`config.mk`:
```
export PLATFORM = sky130hd
export DESIGN_NAME = stepper_top
export DESIGN_NICKNAME = d
export VERILOG_FILES = /design/src/source/stepper_cmd_pkg.sv /design/src/source/motion_pkg.sv /design/src/source/spi_word_rx.sv /design/src/source/command_decoder.sv /design/src/source/move_bus_arbiter.sv /design/src/source/move_store.sv /design/src/source/dda_sequencer.sv /design/src/source/stepper_top.sv
export SDC_FILE = /design/constraint.sdc
export NUM_CORES = 2
export LEC_CHECK = 0
export BUFFER_PORTS_ARGS = -buffer_cell sky130_fd_sc_hd__buf_2
export CORE_MARGIN = 2
export CORE_UTILIZATION = 45
export CTS_CLUSTER_SIZE = 40
export DETAILED_ROUTE_END_ITERATION = 16
export GPL_TIMING_DRIVEN = 1
export PLACE_DENSITY_LB_ADDON = 0.2
export SETUP_SLACK_MARGIN = 0.2
export SLEW_MARGIN = 10
export SYNTH_ARGS = -nofsm -noshare
export SYNTH_HDL_FRONTEND = slang
export SYNTH_SLANG_ARGS = --single-unit
```
`constraint.sdc`:
```
create_clock -name CLK -period 23.5 [get_ports CLK]
set_input_delay 4.7 -clock CLK [delete_from_list [all_inputs] [get_ports CLK]]
set_output_delay 4.7 -clock CLK [all_outputs]
set_load 0.03 [all_outputs]
```
`src/source/stepper_cmd_pkg.sv`:
```
`default_nettype none

package stepper_cmd_pkg;

  // Host command headers
  localparam logic [7:0] cmd_coordinated_step = 8'h01;
  localparam logic [7:0] cmd_motor_enable     = 8'h0a;
  localparam logic [7:0] cmd_motor_brake      = 8'h0b;
  localparam logic [7:0] cmd_clk_divisor      = 8'h0c;
  localparam logic [7:0] cmd_motorconfig      = 8'h10;
  localparam logic [7:0] cmd_api_version      = 8'hfe;

  // Returned by the version query
  localparam logic [7:0] version_major = 8'd1;
  localparam logic [7:0] version_minor = 8'd3;
  localparam logic [7:0] version_patch = 8'd0;

  typedef struct packed {
    logic [7:0]  header;
    logic [55:0] payload;
  } spi_cmd_t;

  // First word of a message is read as a command, later words as raw data
  typedef union packed {
    spi_cmd_t    cmd;
    logic [63:0] raw;
  } spi_word_u;

  typedef struct packed {
    logic [2:0] microsteps;
    logic [7:0] current;
  } driver_cfg_t;

  localparam logic [2:0] microsteps_reset = 3'd2;
  localparam logic [7:0] current_reset    = 8'd140;

endpackage

`default_nettype wire

```
`src/source/motion_pkg.sv`:
```
`default_nettype none

package motion_pkg;

  typedef struct packed {
    logic        cyc;
    logic        stb;
    logic        we;
    logic [3:0]  adr;
    logic [63:0] dat;
  } wb_req_t;

  typedef struct packed {
    logic        ack;
    logic [63:0] dat;
  } wb_rsp_t;

  // Two slots of eight words, address is {slot, word}
  localparam int move_slots = 2;
  localparam int slot_words = 8;

  localparam logic [2:0] word_header    = 3'd0;
  localparam logic [2:0] word_duration  = 3'd1;
  // Axis a uses words base+2a and base+2a+1
  localparam logic [2:0] word_axis_base = 3'd2;

  localparam logic [7:0] reset_divisor = 8'd40;

endpackage

`default_nettype wire

```
`src/source/spi_word_rx.sv`:
```
`default_nettype none

module spi_word_rx (
  input  logic                      CLK,
  input  logic                      resetn,
  input  logic                      SCK,
  input  logic                      CS,
  input  logic                      COPI,
  output logic                      CIPO,
  input  stepper_cmd_pkg::spi_word_u reply,
  output logic                      word_valid,
  output stepper_cmd_pkg::spi_word_u word
);

  // Two sync flops and a third stage for edge detection
  logic [2:0]  sck_s;
  logic [2:0]  cs_s;
  logic [1:0]  copi_s;
  logic        sck_rise;
  logic        sck_fall;
  logic        cs_fall;
  logic        selected;
  logic [5:0]  bit_cnt;
  logic [62:0] rx_shift;
  logic [63:0] tx_shift;

  assign sck_rise = sck_s[1] & ~sck_s[2];
  assign sck_fall = ~sck_s[1] & sck_s[2];
  assign cs_fall  = ~cs_s[1] & cs_s[2];
  assign selected = ~cs_s[1];
  assign CIPO     = tx_shift[63];

  always_ff @(posedge CLK) begin
    if (!resetn) begin
      sck_s      <= '0;
      cs_s       <= '1;
      copi_s     <= '0;
      bit_cnt    <= '0;
      tx_shift   <= '0;
      word_valid <= 1'b0;
    end else begin
      sck_s      <= {sck_s[1:0], SCK};
      cs_s       <= {cs_s[1:0], CS};
      copi_s     <= {copi_s[0], COPI};
      word_valid <= 1'b0;
      if (cs_fall) begin
        bit_cnt  <= '0;
        tx_shift <= reply.raw;
      end else if (selected) begin
        if (sck_rise) begin
          bit_cnt    <= bit_cnt + 6'd1;
          word_valid <= (bit_cnt == 6'd63);
        end
        // Counter wrapped to zero means a word just ended, so take the new reply
        if (sck_fall) begin
          tx_shift <= (bit_cnt == 6'd0) ? reply.raw : {tx_shift[62:0], 1'b0};
        end
      end
    end
  end

  // MSB first
  always_ff @(posedge CLK) begin
    if (selected && sck_rise) begin
      rx_shift <= {rx_shift[61:0], copi_s[1]};
      if (bit_cnt == 6'd63) begin
        word.raw <= {rx_shift, copi_s[1]};
      end
    end
  end

  assert property (@(posedge CLK) disable iff (!resetn)
    word_valid |-> selected);

endmodule

`default_nettype wire

```
`src/source/command_decoder.sv`:
```
`default_nettype none

module command_decoder #(
  parameter int motor_count        = 2,
  parameter int move_duration_bits = 32
) (
  input  logic                                  CLK,
  input  logic                                  resetn,
  input  logic                                  word_valid,
  input  stepper_cmd_pkg::spi_word_u            word,
  output stepper_cmd_pkg::spi_word_u            reply,
  output stepper_cmd_pkg::driver_cfg_t          cfg,
  output logic [motor_count-1:0]                enable,
  output logic [motor_count-1:0]                brake,
  output logic [7:0]                            divisor,
  output logic [motion_pkg::move_slots-1:0]     slot_ready,
  input  logic [motor_count-1:0][31:0]          step_position,
  output motion_pkg::wb_req_t                   wb_req,
  input  motion_pkg::wb_rsp_t                   wb_rsp
);

  localparam logic [2:0] last_word = 3'(motion_pkg::word_axis_base + 2 * motor_count - 1);

  logic [7:0]                   header;
  logic [2:0]                   word_cnt;
  logic                         wr_slot;
  logic                         write_last;
  logic [motor_count-1:0][31:0] pos_snap;
  logic [63:0]                  wr_data;

  // Duration is cut to the counter width
  assign wr_data = (word_cnt == motion_pkg::word_duration) ?
                   64'(word.raw[move_duration_bits-1:0]) : word.raw;

  always_ff @(posedge CLK) begin
    if (!resetn) begin
      header     <= '0;
      word_cnt   <= '0;
      wr_slot    <= 1'b0;
      write_last <= 1'b0;
      slot_ready <= '0;
      reply      <= '0;
      cfg        <= '{microsteps: stepper_cmd_pkg::microsteps_reset,
                      current:    stepper_cmd_pkg::current_reset};
      enable     <= '0;
      brake      <= '0;
      divisor    <= motion_pkg::reset_divisor;
      wb_req     <= '0;
    end else begin
      // Write finished, slot handed over after the last word
      if (wb_rsp.ack) begin
        wb_req.cyc <= 1'b0;
        wb_req.stb <= 1'b0;
        if (write_last) begin
          slot_ready[wr_slot] <= ~slot_ready[wr_slot];
          wr_slot             <= ~wr_slot;
          write_last          <= 1'b0;
        end
      end
      if (word_valid) begin
        reply <= '0;
        if (header == stepper_cmd_pkg::cmd_coordinated_step) begin
          wb_req <= '{cyc: 1'b1, stb: 1'b1, we: 1'b1, adr: {wr_slot, word_cnt},
                      dat: wr_data};
          // Position of the next axis goes out with the following word
          if (word_cnt < motor_count) begin
            reply.raw <= {{32{pos_snap[word_cnt][31]}}, pos_snap[word_cnt]};
          end
          if (word_cnt == last_word) begin
            header     <= '0;
            write_last <= 1'b1;
          end
          word_cnt <= word_cnt + 3'd1;
        end else begin
          word_cnt <= motion_pkg::word_duration;
          case (word.cmd.header)
            stepper_cmd_pkg::cmd_coordinated_step: begin
              header    <= word.cmd.header;
              reply.raw <= {{32{step_position[0][31]}}, step_position[0]};
              wb_req    <= '{cyc: 1'b1, stb: 1'b1, we: 1'b1,
                             adr: {wr_slot, motion_pkg::word_header}, dat: word.raw};
            end
            stepper_cmd_pkg::cmd_motor_enable: enable <= word.cmd.payload[motor_count-1:0];
            stepper_cmd_pkg::cmd_motor_brake:  brake <= word.cmd.payload[motor_count-1:0];
            stepper_cmd_pkg::cmd_clk_divisor:  divisor <= word.cmd.payload[7:0];
            stepper_cmd_pkg::cmd_motorconfig: begin
              cfg.current    <= word.cmd.payload[15:8];
              cfg.microsteps <= word.cmd.payload[2:0];
            end
            stepper_cmd_pkg::cmd_api_version: begin
              reply.raw <= {40'd0, stepper_cmd_pkg::version_major,
                            stepper_cmd_pkg::version_minor, stepper_cmd_pkg::version_patch};
            end
            default: header <= '0;
          endcase
        end
      end
    end
  end

  // Positions frozen at the move header
  always_ff @(posedge CLK) begin
    if (word_valid && header != stepper_cmd_pkg::cmd_coordinated_step &&
        word.cmd.header == stepper_cmd_pkg::cmd_coordinated_step) begin
      pos_snap <= step_position;
    end
  end

  // SPI word spacing leaves room for every memory write
  assert property (@(posedge CLK) disable iff (!resetn)
    word_valid |-> !wb_req.cyc);

endmodule

`default_nettype wire

```
`src/source/move_bus_arbiter.sv`:
```
`default_nettype none

module move_bus_arbiter (
  input  logic                CLK,
  input  logic                resetn,
  input  motion_pkg::wb_req_t m0_req,
  input  motion_pkg::wb_req_t m1_req,
  output motion_pkg::wb_rsp_t m0_rsp,
  output motion_pkg::wb_rsp_t m1_rsp,
  output motion_pkg::wb_req_t s_req,
  input  motion_pkg::wb_rsp_t s_rsp
);

  logic owner;
  logic locked;
  logic sel;

  // Idle bus goes to a requester, master 0 first
  always_comb begin
    if (locked) begin
      sel = owner;
    end else begin
      sel = !m0_req.cyc && m1_req.cyc;
    end
  end

  assign s_req = sel ? m1_req : m0_req;

  always_comb begin
    m0_rsp     = s_rsp;
    m0_rsp.ack = s_rsp.ack & ~sel;
    m1_rsp     = s_rsp;
    m1_rsp.ack = s_rsp.ack & sel;
  end

  // Held until the owner drops cyc
  always_ff @(posedge CLK) begin
    if (!resetn) begin
      owner  <= 1'b0;
      locked <= 1'b0;
    end else begin
      owner  <= sel;
      locked <= s_req.cyc;
    end
  end

  assert property (@(posedge CLK) disable iff (!resetn)
    m0_rsp.ack |-> $past(m0_req.stb && !sel));
  assert property (@(posedge CLK) disable iff (!resetn)
    m1_rsp.ack |-> $past(m1_req.stb && sel));

endmodule

`default_nettype wire

```
`src/source/move_store.sv`:
```
`default_nettype none

module move_store (
  input  logic                CLK,
  input  logic                resetn,
  input  motion_pkg::wb_req_t wb_req,
  output motion_pkg::wb_rsp_t wb_rsp
);

  localparam int depth = motion_pkg::move_slots * motion_pkg::slot_words;

  logic [63:0] mem [0:depth-1];
  logic [63:0] rd_data;
  logic        ack_q;
  logic        access;

  // The ack cycle starts no second access
  assign access = wb_req.cyc && wb_req.stb && !ack_q;
  assign wb_rsp = '{ack: ack_q, dat: rd_data};

  always_ff @(posedge CLK) begin
    if (access && wb_req.we) begin
      mem[wb_req.adr] <= wb_req.dat;
    end
    rd_data <= mem[wb_req.adr];
  end

  always_ff @(posedge CLK) begin
    if (!resetn) begin
      ack_q <= 1'b0;
    end else begin
      ack_q <= access;
    end
  end

  assert property (@(posedge CLK) disable iff (!resetn)
    wb_rsp.ack |-> wb_req.stb && $past(wb_req.stb));

endmodule

`default_nettype wire

```
`src/source/dda_sequencer.sv`:
```
`default_nettype none

module dda_sequencer #(
  parameter int motor_count        = 2,
  parameter int move_duration_bits = 32
) (
  input  logic                              CLK,
  input  logic                              resetn,
  input  logic [7:0]                        divisor,
  input  logic [motion_pkg::move_slots-1:0] slot_ready,
  output logic                              buffer_ready,
  output logic                              move_done,
  output logic [motor_count-1:0]            step,
  output logic [motor_count-1:0]            dir,
  output logic [motor_count-1:0][31:0]      step_position,
  output motion_pkg::wb_req_t               wb_req,
  input  motion_pkg::wb_rsp_t               wb_rsp
);

  localparam logic [1:0] st_idle = 2'd0;
  localparam logic [1:0] st_load = 2'd1;
  localparam logic [1:0] st_exec = 2'd2;
  localparam logic [2:0] last_word = 3'(motion_pkg::word_axis_base + 2 * motor_count - 1);

  logic [1:0]                        state;
  logic [7:0]                        div_cnt;
  logic                              tick;
  logic                              rd_slot;
  logic [2:0]                        rd_idx;
  logic [motion_pkg::move_slots-1:0] slot_done;
  logic [motion_pkg::move_slots-1:0] slot_full;
  logic [move_duration_bits-1:0]     remaining;
  logic [motor_count-1:0][63:0]      acc;
  logic [motor_count-1:0][63:0]      inc;
  logic [motor_count-1:0][63:0]      inc_inc;
  logic [motor_count-1:0][64:0]      sum;

  assign slot_full    = slot_ready ^ slot_done;
  assign buffer_ready = ~&slot_full;

  // One tick every divisor cycles
  always_ff @(posedge CLK) begin
    if (!resetn) begin
      div_cnt <= '0;
      tick    <= 1'b0;
    end else if ({1'b0, div_cnt} + 9'd1 >= {1'b0, divisor}) begin
      div_cnt <= '0;
      tick    <= 1'b1;
    end else begin
      div_cnt <= div_cnt + 8'd1;
      tick    <= 1'b0;
    end
  end

  // Accumulator carry is the step
  always_comb begin
    for (int a = 0; a < motor_count; a++) begin
      sum[a]  = {1'b0, acc[a]} + {1'b0, inc[a]};
      step[a] = tick && (state == st_exec) && sum[a][64];
    end
  end

  always_ff @(posedge CLK) begin
    if (!resetn) begin
      state     <= st_idle;
      rd_slot   <= 1'b0;
      rd_idx    <= '0;
      slot_done <= '0;
      move_done <= 1'b0;
      dir       <= '0;
      wb_req    <= '0;
    end else begin
      move_done <= 1'b0;
      case (state)
        st_idle: begin
          if (slot_full[rd_slot]) begin
            state  <= st_load;
            rd_idx <= motion_pkg::word_header;
            wb_req <= '{cyc: 1'b1, stb: 1'b1, we: 1'b0,
                        adr: {rd_slot, motion_pkg::word_header}, dat: '0};
          end
        end
        st_load: begin
          // Whole slot read as one burst, stb dropped between words
          if (wb_rsp.ack) begin
            wb_req.stb <= 1'b0;
            wb_req.adr <= {rd_slot, rd_idx + 3'd1};
            rd_idx     <= rd_idx + 3'd1;
            if (rd_idx == motion_pkg::word_header) begin
              dir <= wb_rsp.dat[motor_count-1:0];
            end
            if (rd_idx == last_word) begin
              wb_req.cyc <= 1'b0;
              state      <= st_exec;
            end
          end else if (!wb_req.stb) begin
            wb_req.stb <= 1'b1;
          end
        end
        st_exec: begin
          if (tick && remaining <= move_duration_bits'(1)) begin
            slot_done[rd_slot] <= ~slot_done[rd_slot];
            move_done          <= 1'b1;
            rd_slot            <= ~rd_slot;
            state              <= st_idle;
          end
        end
        default: state <= st_idle;
      endcase
    end
  end

  // Move parameters and DDA state
  always_ff @(posedge CLK) begin
    if (state == st_load && wb_rsp.ack) begin
      if (rd_idx == motion_pkg::word_duration) begin
        remaining <= wb_rsp.dat[move_duration_bits-1:0];
      end
      for (int a = 0; a < motor_count; a++) begin
        acc[a] <= '0;
        if (rd_idx == 3'(motion_pkg::word_axis_base + 2 * a)) begin
          inc[a] <= wb_rsp.dat;
        end
        if (rd_idx == 3'(motion_pkg::word_axis_base + 2 * a + 1)) begin
          inc_inc[a] <= wb_rsp.dat;
        end
      end
    end else if (state == st_exec && tick) begin
      remaining <= remaining - move_duration_bits'(1);
      for (int a = 0; a < motor_count; a++) begin
        acc[a] <= sum[a][63:0];
        inc[a] <= inc[a] + inc_inc[a];
      end
    end
  end

  always_ff @(posedge CLK) begin
    if (!resetn) begin
      step_position <= '0;
    end else begin
      for (int a = 0; a < motor_count; a++) begin
        if (step[a]) begin
          step_position[a] <= dir[a] ? step_position[a] + 32'd1 : step_position[a] - 32'd1;
        end
      end
    end
  end

  // A new move must land in a slot that was empty
  assert property (@(posedge CLK) disable iff (!resetn)
    ((slot_ready ^ $past(slot_ready)) & $past(slot_full)) == '0);

endmodule

`default_nettype wire

```
`src/source/stepper_top.sv`:
```
`default_nettype none

module stepper_top #(
  parameter int motor_count        = 2,
  parameter int move_duration_bits = 32
) (
  input  logic                         CLK,
  input  logic                         resetn,
  input  logic                         SCK,
  input  logic                         CS,
  input  logic                         COPI,
  output logic                         CIPO,
  output logic [motor_count-1:0]       step,
  output logic [motor_count-1:0]       dir,
  output logic [motor_count-1:0]       enable,
  output logic [motor_count-1:0]       brake,
  output stepper_cmd_pkg::driver_cfg_t cfg,
  output logic                         buffer_ready,
  output logic                         move_done
);

  stepper_cmd_pkg::spi_word_u        word;
  stepper_cmd_pkg::spi_word_u        reply;
  logic                              word_valid;
  logic [7:0]                        divisor;
  logic [motion_pkg::move_slots-1:0] slot_ready;
  logic [motor_count-1:0][31:0]      step_position;
  motion_pkg::wb_req_t               dec_req;
  motion_pkg::wb_req_t               seq_req;
  motion_pkg::wb_req_t               store_req;
  motion_pkg::wb_rsp_t               dec_rsp;
  motion_pkg::wb_rsp_t               seq_rsp;
  motion_pkg::wb_rsp_t               store_rsp;

  spi_word_rx u_spi_word_rx (
    .CLK(CLK), .resetn(resetn), .SCK(SCK), .CS(CS), .COPI(COPI), .CIPO(CIPO),
    .reply(reply), .word_valid(word_valid), .word(word)
  );

  command_decoder #(
    .motor_count(motor_count), .move_duration_bits(move_duration_bits)
  ) u_command_decoder (
    .CLK(CLK), .resetn(resetn), .word_valid(word_valid), .word(word), .reply(reply),
    .cfg(cfg), .enable(enable), .brake(brake), .divisor(divisor),
    .slot_ready(slot_ready), .step_position(step_position),
    .wb_req(dec_req), .wb_rsp(dec_rsp)
  );

  // Decoder is master 0, sequencer master 1
  move_bus_arbiter u_move_bus_arbiter (
    .CLK(CLK), .resetn(resetn), .m0_req(dec_req), .m1_req(seq_req),
    .m0_rsp(dec_rsp), .m1_rsp(seq_rsp), .s_req(store_req), .s_rsp(store_rsp)
  );

  move_store u_move_store (
    .CLK(CLK), .resetn(resetn), .wb_req(store_req), .wb_rsp(store_rsp)
  );

  dda_sequencer #(
    .motor_count(motor_count), .move_duration_bits(move_duration_bits)
  ) u_dda_sequencer (
    .CLK(CLK), .resetn(resetn), .divisor(divisor), .slot_ready(slot_ready),
    .buffer_ready(buffer_ready), .move_done(move_done), .step(step), .dir(dir),
    .step_position(step_position), .wb_req(seq_req), .wb_rsp(seq_rsp)
  );

endmodule

`default_nettype wire

```
# Yosys cells after proc, flatten, opt, wreduce, memory -nomap -nowiden
# Memories as Yosys holds them, arrays and structs flattened. A register that Yosys moved wholly into a read port is not among the register bits.
# Index checks and enable logic that the tools add are counted.
[totals]
ff_bits = 952
ram_bits = 1024
inputBits = 5
out_inout_bits = 22
n_memories = 1
[classes]
add_sub_neg = 14
n_lt_le_gt_ge = 8
n_eq_ne = 28
n_mux = 64
bitwise = 17
n_reduce_logical = 51
[mem_list]
columns = ["name", "depth", "width", "read_ports", "rd_ports_with_merged_regs", "wr", "line", "source"]
rows = [
  ["u_move_store.mem", 16, 64, 1, 1, 1, "move_store.sv:12", "logic [63:0] mem [0:depth-1];"],
]
[op_table]
columns = ["op", "count"]
rows = [
  ["$mux 64", 9],
  ["$mux 71", 5],
  ["$mux 128", 2],
  ["$mux 32", 7],
  ["$add 64x64->65", 2],
  ["$add 64x64->64", 2],
  ["$pmux 64 s2", 1],
  ["$sub 32x1->32 const B", 3],
  ["$add 32x1->32 const B", 2],
  ["$le 32x1->1 const B", 1],
  ["$reduce_and 2->1", 14],
  ["$eq 8x4->1 const B", 3],
  ["$reduce_and 3->1", 7],
  ["$mux 1", 20],
  ["$eq 8x1->1 const B", 2],
  ["$mux 8", 2],
  ["$pmux 8 s2", 1],
  ["$logic_and 1x1->1", 14],
  ["$ne 2x2->1 const B", 6],
  ["$not 1->1", 11],
  ["$mux 2", 5],
  ["$add 8x1->9 const B", 1],
  ["$eq 3x3->1 const B", 3],
  ["$ge 9x8->1", 1],
  ["34 further kinds", 58],
]

# Logic depth before layout (Yosys ltp)
[logic_depth]
ltp_word = 9
mapped_depth = 13
ltp_nobuf = 12

# Modules after synthesis
# Synthesis repeated with hierarchy kept, for this count alone.
[hier_totals]
hier_cells = 7479
hier_area_um2 = 95138.7
[modules_own_cells]
columns = ["mod", "instances", "cells_per_inst", "area_per_inst_um2", "seq_area_each_um2"]
rows = [
  ["move_store", 1, 1654, 39678.1, 32050.7],
  ["dda_sequencer", 1, 4222, 36434.9, 12952.4],
  ["command_decoder", 1, 743, 8436.8, 4744.6],
  ["spi_word_rx", 1, 642, 8331.7, 5395.2],
  ["move_bus_arbiter", 1, 218, 2257.2, 40.0],
]

# Worst setup path before layout
# No wires, ideal clock.
[synth_timing]
path_type = "register to register"
from = "register u_spi_word_rx.cs_s[1]"
to = "register u_spi_word_rx.word[0] (netlist name) (enable)"
setup_ns = 0.486
arrival_ns = 8.334
required_ns = 23.014
slack_ns = 14.680
stages_incl_launch_ff = 5
path_buffers = 0
cell_sequence = "dfxtp_1 -> nor3_1 -> and3_1 -> nand2_1 -> nor2_1"
[synth_via]
elab_chain_len = 3
[synth_lines]
columns = ["element", "line", "source"]
rows = [
  ["start: declaration", "spi_word_rx.sv:17", "logic [2:0] cs_s;"],
  ["start signal: assignment", "spi_word_rx.sv:43", "cs_s <= {cs_s[1:0], CS};"],
  ["$not 1->1 (no line)", "--", ""],
  ["$logic_and 1x1->1", "spi_word_rx.sv:64", "if (selected && sck_rise) begin"],
  ["$reduce_and 2->1 (no line)", "--", ""],
  ["end: declaration", "spi_word_rx.sv:12", "output stepper_cmd_pkg::spi_word_u word"],
]
# No other way between the ends.
# A chain may end at the register's enable or synchronous reset.

# Worst setup path in the final report
[layout_timing]
from = "register u_dda_sequencer.inc[64] (netlist name)"
to = "output port step[1]"
[layout_via]
elab_chain_len = 2
[layout_lines]
columns = ["element", "line", "source"]
rows = [
  ["start: declaration", "dda_sequencer.sv:34", "logic [motor_count-1:0][63:0] inc;"],
  ["start signal: indexed assignment", "dda_sequencer.sv:122", "inc[a] <= wb_rsp.dat;"],
  ["start signal: indexed assignment", "dda_sequencer.sv:132", "inc[a] <= inc[a] + inc_inc[a];"],
  ["$add 64x64->65", "dda_sequencer.sv:58", "sum[a] = {1'b0, acc[a]} + {1'b0, inc[a]};"],
  ["$logic_and 1x1->1", "dda_sequencer.sv:59", "step[a] = tick && (state == st_exec) && sum[a][64];"],
  ["end: declaration", "stepper_top.sv:13", "output logic [motor_count-1:0] step,"],
]
# No other way between the ends.

==> impl_metrics.yaml <==
outcome:
  outcome: "completed"
die:
  ios: 27
  initial_core_util: 0.453
  die_w_um: 452
  design.core.area_um2: 200000
  row_count: 164
  die_y_um: 452
  die-area_um2: 205000
sta:
  rsz0062_at_grt: "no"
  period_minus_slack_ns: 10.38
  final.setup.tns_ns: 0
  hold_viol_final: 0
  fin_skew_ns: 0.0823
  maxSlewViolCount: 0
  worst_slew_pin_slew_ns: 1.08
  slew_headroom: 0.277
  fin_crit_sh: 0.442
  setup_viol: 0
  fmax_mhz: 96.3
setup_path:
  endpoint_kind: "output pin"
  rr_worst_depth: 12
  worstReg2RegEnd: "u_move_store.rd_data[48]$_DFF_P_"
  critical_path_class: "flop to output pin"
  worstReg2RegStart: "u_command_decoder.wb_req[70]$_SDFF_PN0_"
  worst-path-max-fanout: 32
  r2r_setup_slack_ns: 17.73
  crit_arrival_ns: 5.68
  cp-start-kind: "flop"
  crit_required_ns: 18.80
placement:
  place_area_um2: 93500
  numPortBuffers: 26
  hpwl_um: 146000
  gp_congestion: 0.895
clock_network:
  h-tree-depth: 4
  cts_root_buf: "clkbuf_16"
  clock_path_buffers: 3
  cts_inserted_buffers: 207
  postCtsHoldBufs: 0
  cts_tree: "done"
  clk_latency_ns: 0.86
  clock_sinks: 2005
  post_cts_resize_count: 0
  cts_setup_buffers: 0
  clk_pin_slew_ns: 0.06
yosys:
  syn_inst: 7085
  syn_nets: 7430
  yosysUniqueCellTypes: 83
  post-synth-top-count-cell: "edfxtp_1"
  ys_ff_latch: 2005
  synthArstFlopShare: 0
  synth_ff_type: "edfxtp_1"
  yosys_warnings: 0
  yosys-top-cells-count: "edfxtp_1, nand2_1, a21oi_1, dfxtp_1, o21ai_0"
  yosysTopAreaCell: "edfxtp_1"
  ys_seq_area_frac: 0.610
  yosysTopAreaCellShare: 0.499
  syn-cell-area_um2: 90400
  yosys-top-cells-area: "edfxtp_1, dfxtp_1, mux4_2"
  avgSynthCellArea_um2: 12.8
  synth_edf_count: 1503
final_layout:
  final_nets: 7385
  fin_area_um2: 101000
  layout-drive-gt1-share: 0.107
  final_util: 0.503
  area_growth_pct: 11.2
power:
  vdd_drop_max_mv: 0.0723
  leakagePower_uw: 0.0350
  power.density_nw_per_um2: 71.4
flow_run:
  cap_violations: 0
drt:
  drt_pre_antenna_iters: 5
  ant_nets: 0
  vias: 58200
  drt_iter0_drc: 6060
  avgRoutedWirePerCell_um: 23.8
  viasPerCell: 5.89
  routed_wl_um: 235000
  drc: 0
grt:
  grt_pass1_vias: 57200
  overflow: 0
  grt_pass1_wl_um: 354000
  grtUsageTotal: 0.226
  antenna_found_initial: 7
  grt_max_degree: 144
worst_hold_path:
  whs_path_depth: 1
  worst_hold_startpoint: "u_spi_word_rx.cs_s[0]$_SDFF_PN1_"
  hold_end: "u_spi_word_rx.cs_s[1]$_SDFF_PN1_"
  hp-class: "flop to flop"
==> where the power goes <==
part / internal (uW) / switching (uW) / total (uW) / leakage, uW
Sequential: 3770 / 6.56 / 3770 / 0.0174
Combinational: 25.4 / 46.3 / 71.7 / 0.0142
Clock: 1930 / 1410 / 3330 / 0.00340
Total: 5720 / 1460 / 7180 / 0.0350
==> critical path, cell delays in order, from the launching register on <==
cell	delay, ns
edfxtp_1	0.40
ha_1	0.24
fa_1	0.46
a211oi_1	0.34
o211ai_1	0.19
a41o_1	0.30
o21ai_0	0.38
a21oi_1	0.28
o31ai_1	0.72
a21oi_1	0.41
nor2_4	0.17
buf_4	0.46
inv_1	0.20
buf_2	0.23
==> registers in the layout (all words and copies together), names as in the netlist, 3 cells and up <==
| signal | cells |
|---|---|
| u_command_decoder.cfg | 11 |
| u_command_decoder.divisor | 8 |
| u_command_decoder.header | 8 |
| u_command_decoder.pos_snap | 64 |
| u_command_decoder.reply | 32 |
| u_command_decoder.wb_req | 71 |
| u_command_decoder.word_cnt | 3 |
| u_dda_sequencer.acc | 128 |
| u_dda_sequencer.div_cnt | 8 |
| u_dda_sequencer.inc | 128 |
| u_dda_sequencer.inc_inc | 128 |
| u_dda_sequencer.remaining | 32 |
| u_dda_sequencer.step_position | 64 |
| u_dda_sequencer.wb_req | 4 |
| u_move_store.mem | 1024 |
| u_move_store.rd_data | 64 |
| u_spi_word_rx.bit_cnt | 6 |
| u_spi_word_rx.cs_s | 3 |
| u_spi_word_rx.rx_shift | 63 |
| u_spi_word_rx.sck_s | 3 |
| u_spi_word_rx.tx_shift | 64 |
| u_spi_word_rx.word | 64 |
==> logic make-up (layout without fill, tap and decap cells) <==
family	count (synthesis)	in the layout	share of synthesized area
flip-flops	2005	2005	0.610
other	0	1	0
AND/OR/NAND/NOR	1669	1669	0.0839
AO/OA/AOI/OAI	1892	1892	0.130
buffers and inverters	478	619	0.0199
multiplexers	381	381	0.0777
XOR/XNOR	320	320	0.0310
adder cells (fa/ha/maj)	340	340	0.0476
==> area by class of cell <==
type                    count  area, um2
repair buffers            112        803
fillers                 17000      99100
flip-flops and latches   2005      55200
clock inverters            99       1150
diodes                      1       2.50
well taps                2656       3320
multi-input cells        4602      33800
clock buffers             296       5850
inverters                 112        428
==> metal layers <==
layer  wire length [um]  share of wire  track usage
met4               6550          0.028       0.0667
met5                  0              0            0
met2             109000           0.47        0.363
met3              12400          0.053       0.0274
met1             106000           0.45        0.323
==> per-stage QoR <==
stage	setup slack, ns	hold slack, ns	std cells	power, uW
floorplan	14.68	0.386	7085	3900
finish	13.12	0.410	9883	7180
detailed placement	14.04	0.396	9487	3920
global placement	13.98	0.395	9487	3920
global route	12.96	0.426	9883	7380
CTS	13.09	0.415	9882	7240
==> placed cells by master, fill, tap and decap left out, drive strengths merged, types with 89 or more instances in the layout <==
cell / synthesis / final
o21ai: 420 / 420
nor2: 410 / 410
mux2i: 120 / 120
nand2: 682 / 682
dfxtp: 502 / 502
xor2: 137 / 137
mux4: 256 / 256
xnor2: 183 / 183
a211oi: 92 / 92
inv: 112 / 118
a22oi: 185 / 185
clkbuf: 318 / 296
nand3: 123 / 123
and2: 89 / 89
buf: 48 / 112
edfxtp: 1503 / 1503
a21o: 195 / 195
ha: 334 / 334
a21oi: 634 / 634
==> how the worst max path moves through the flow <==
stage                                           start                         endpoint  slack (ns)  depth (start not counted)
floorplan            u_spi_word_rx.cs_s[1]$_SDFF_PN1_  u_spi_word_rx.word[0]$_DFFE_PP_       14.68                          4
global placement    u_dda_sequencer.inc[64]$_DFFE_PP_                          step[1]       13.98                         13
detailed placement  u_dda_sequencer.inc[64]$_DFFE_PP_                          step[1]       14.04                         13
CTS                 u_dda_sequencer.inc[64]$_DFFE_PP_                          step[1]       13.09                         13
global route        u_dda_sequencer.inc[64]$_DFFE_PP_                          step[1]       12.96                         13
finish              u_dda_sequencer.inc[64]$_DFFE_PP_                          step[1]       13.12                         13
Power figures use the tool's default switching activity.
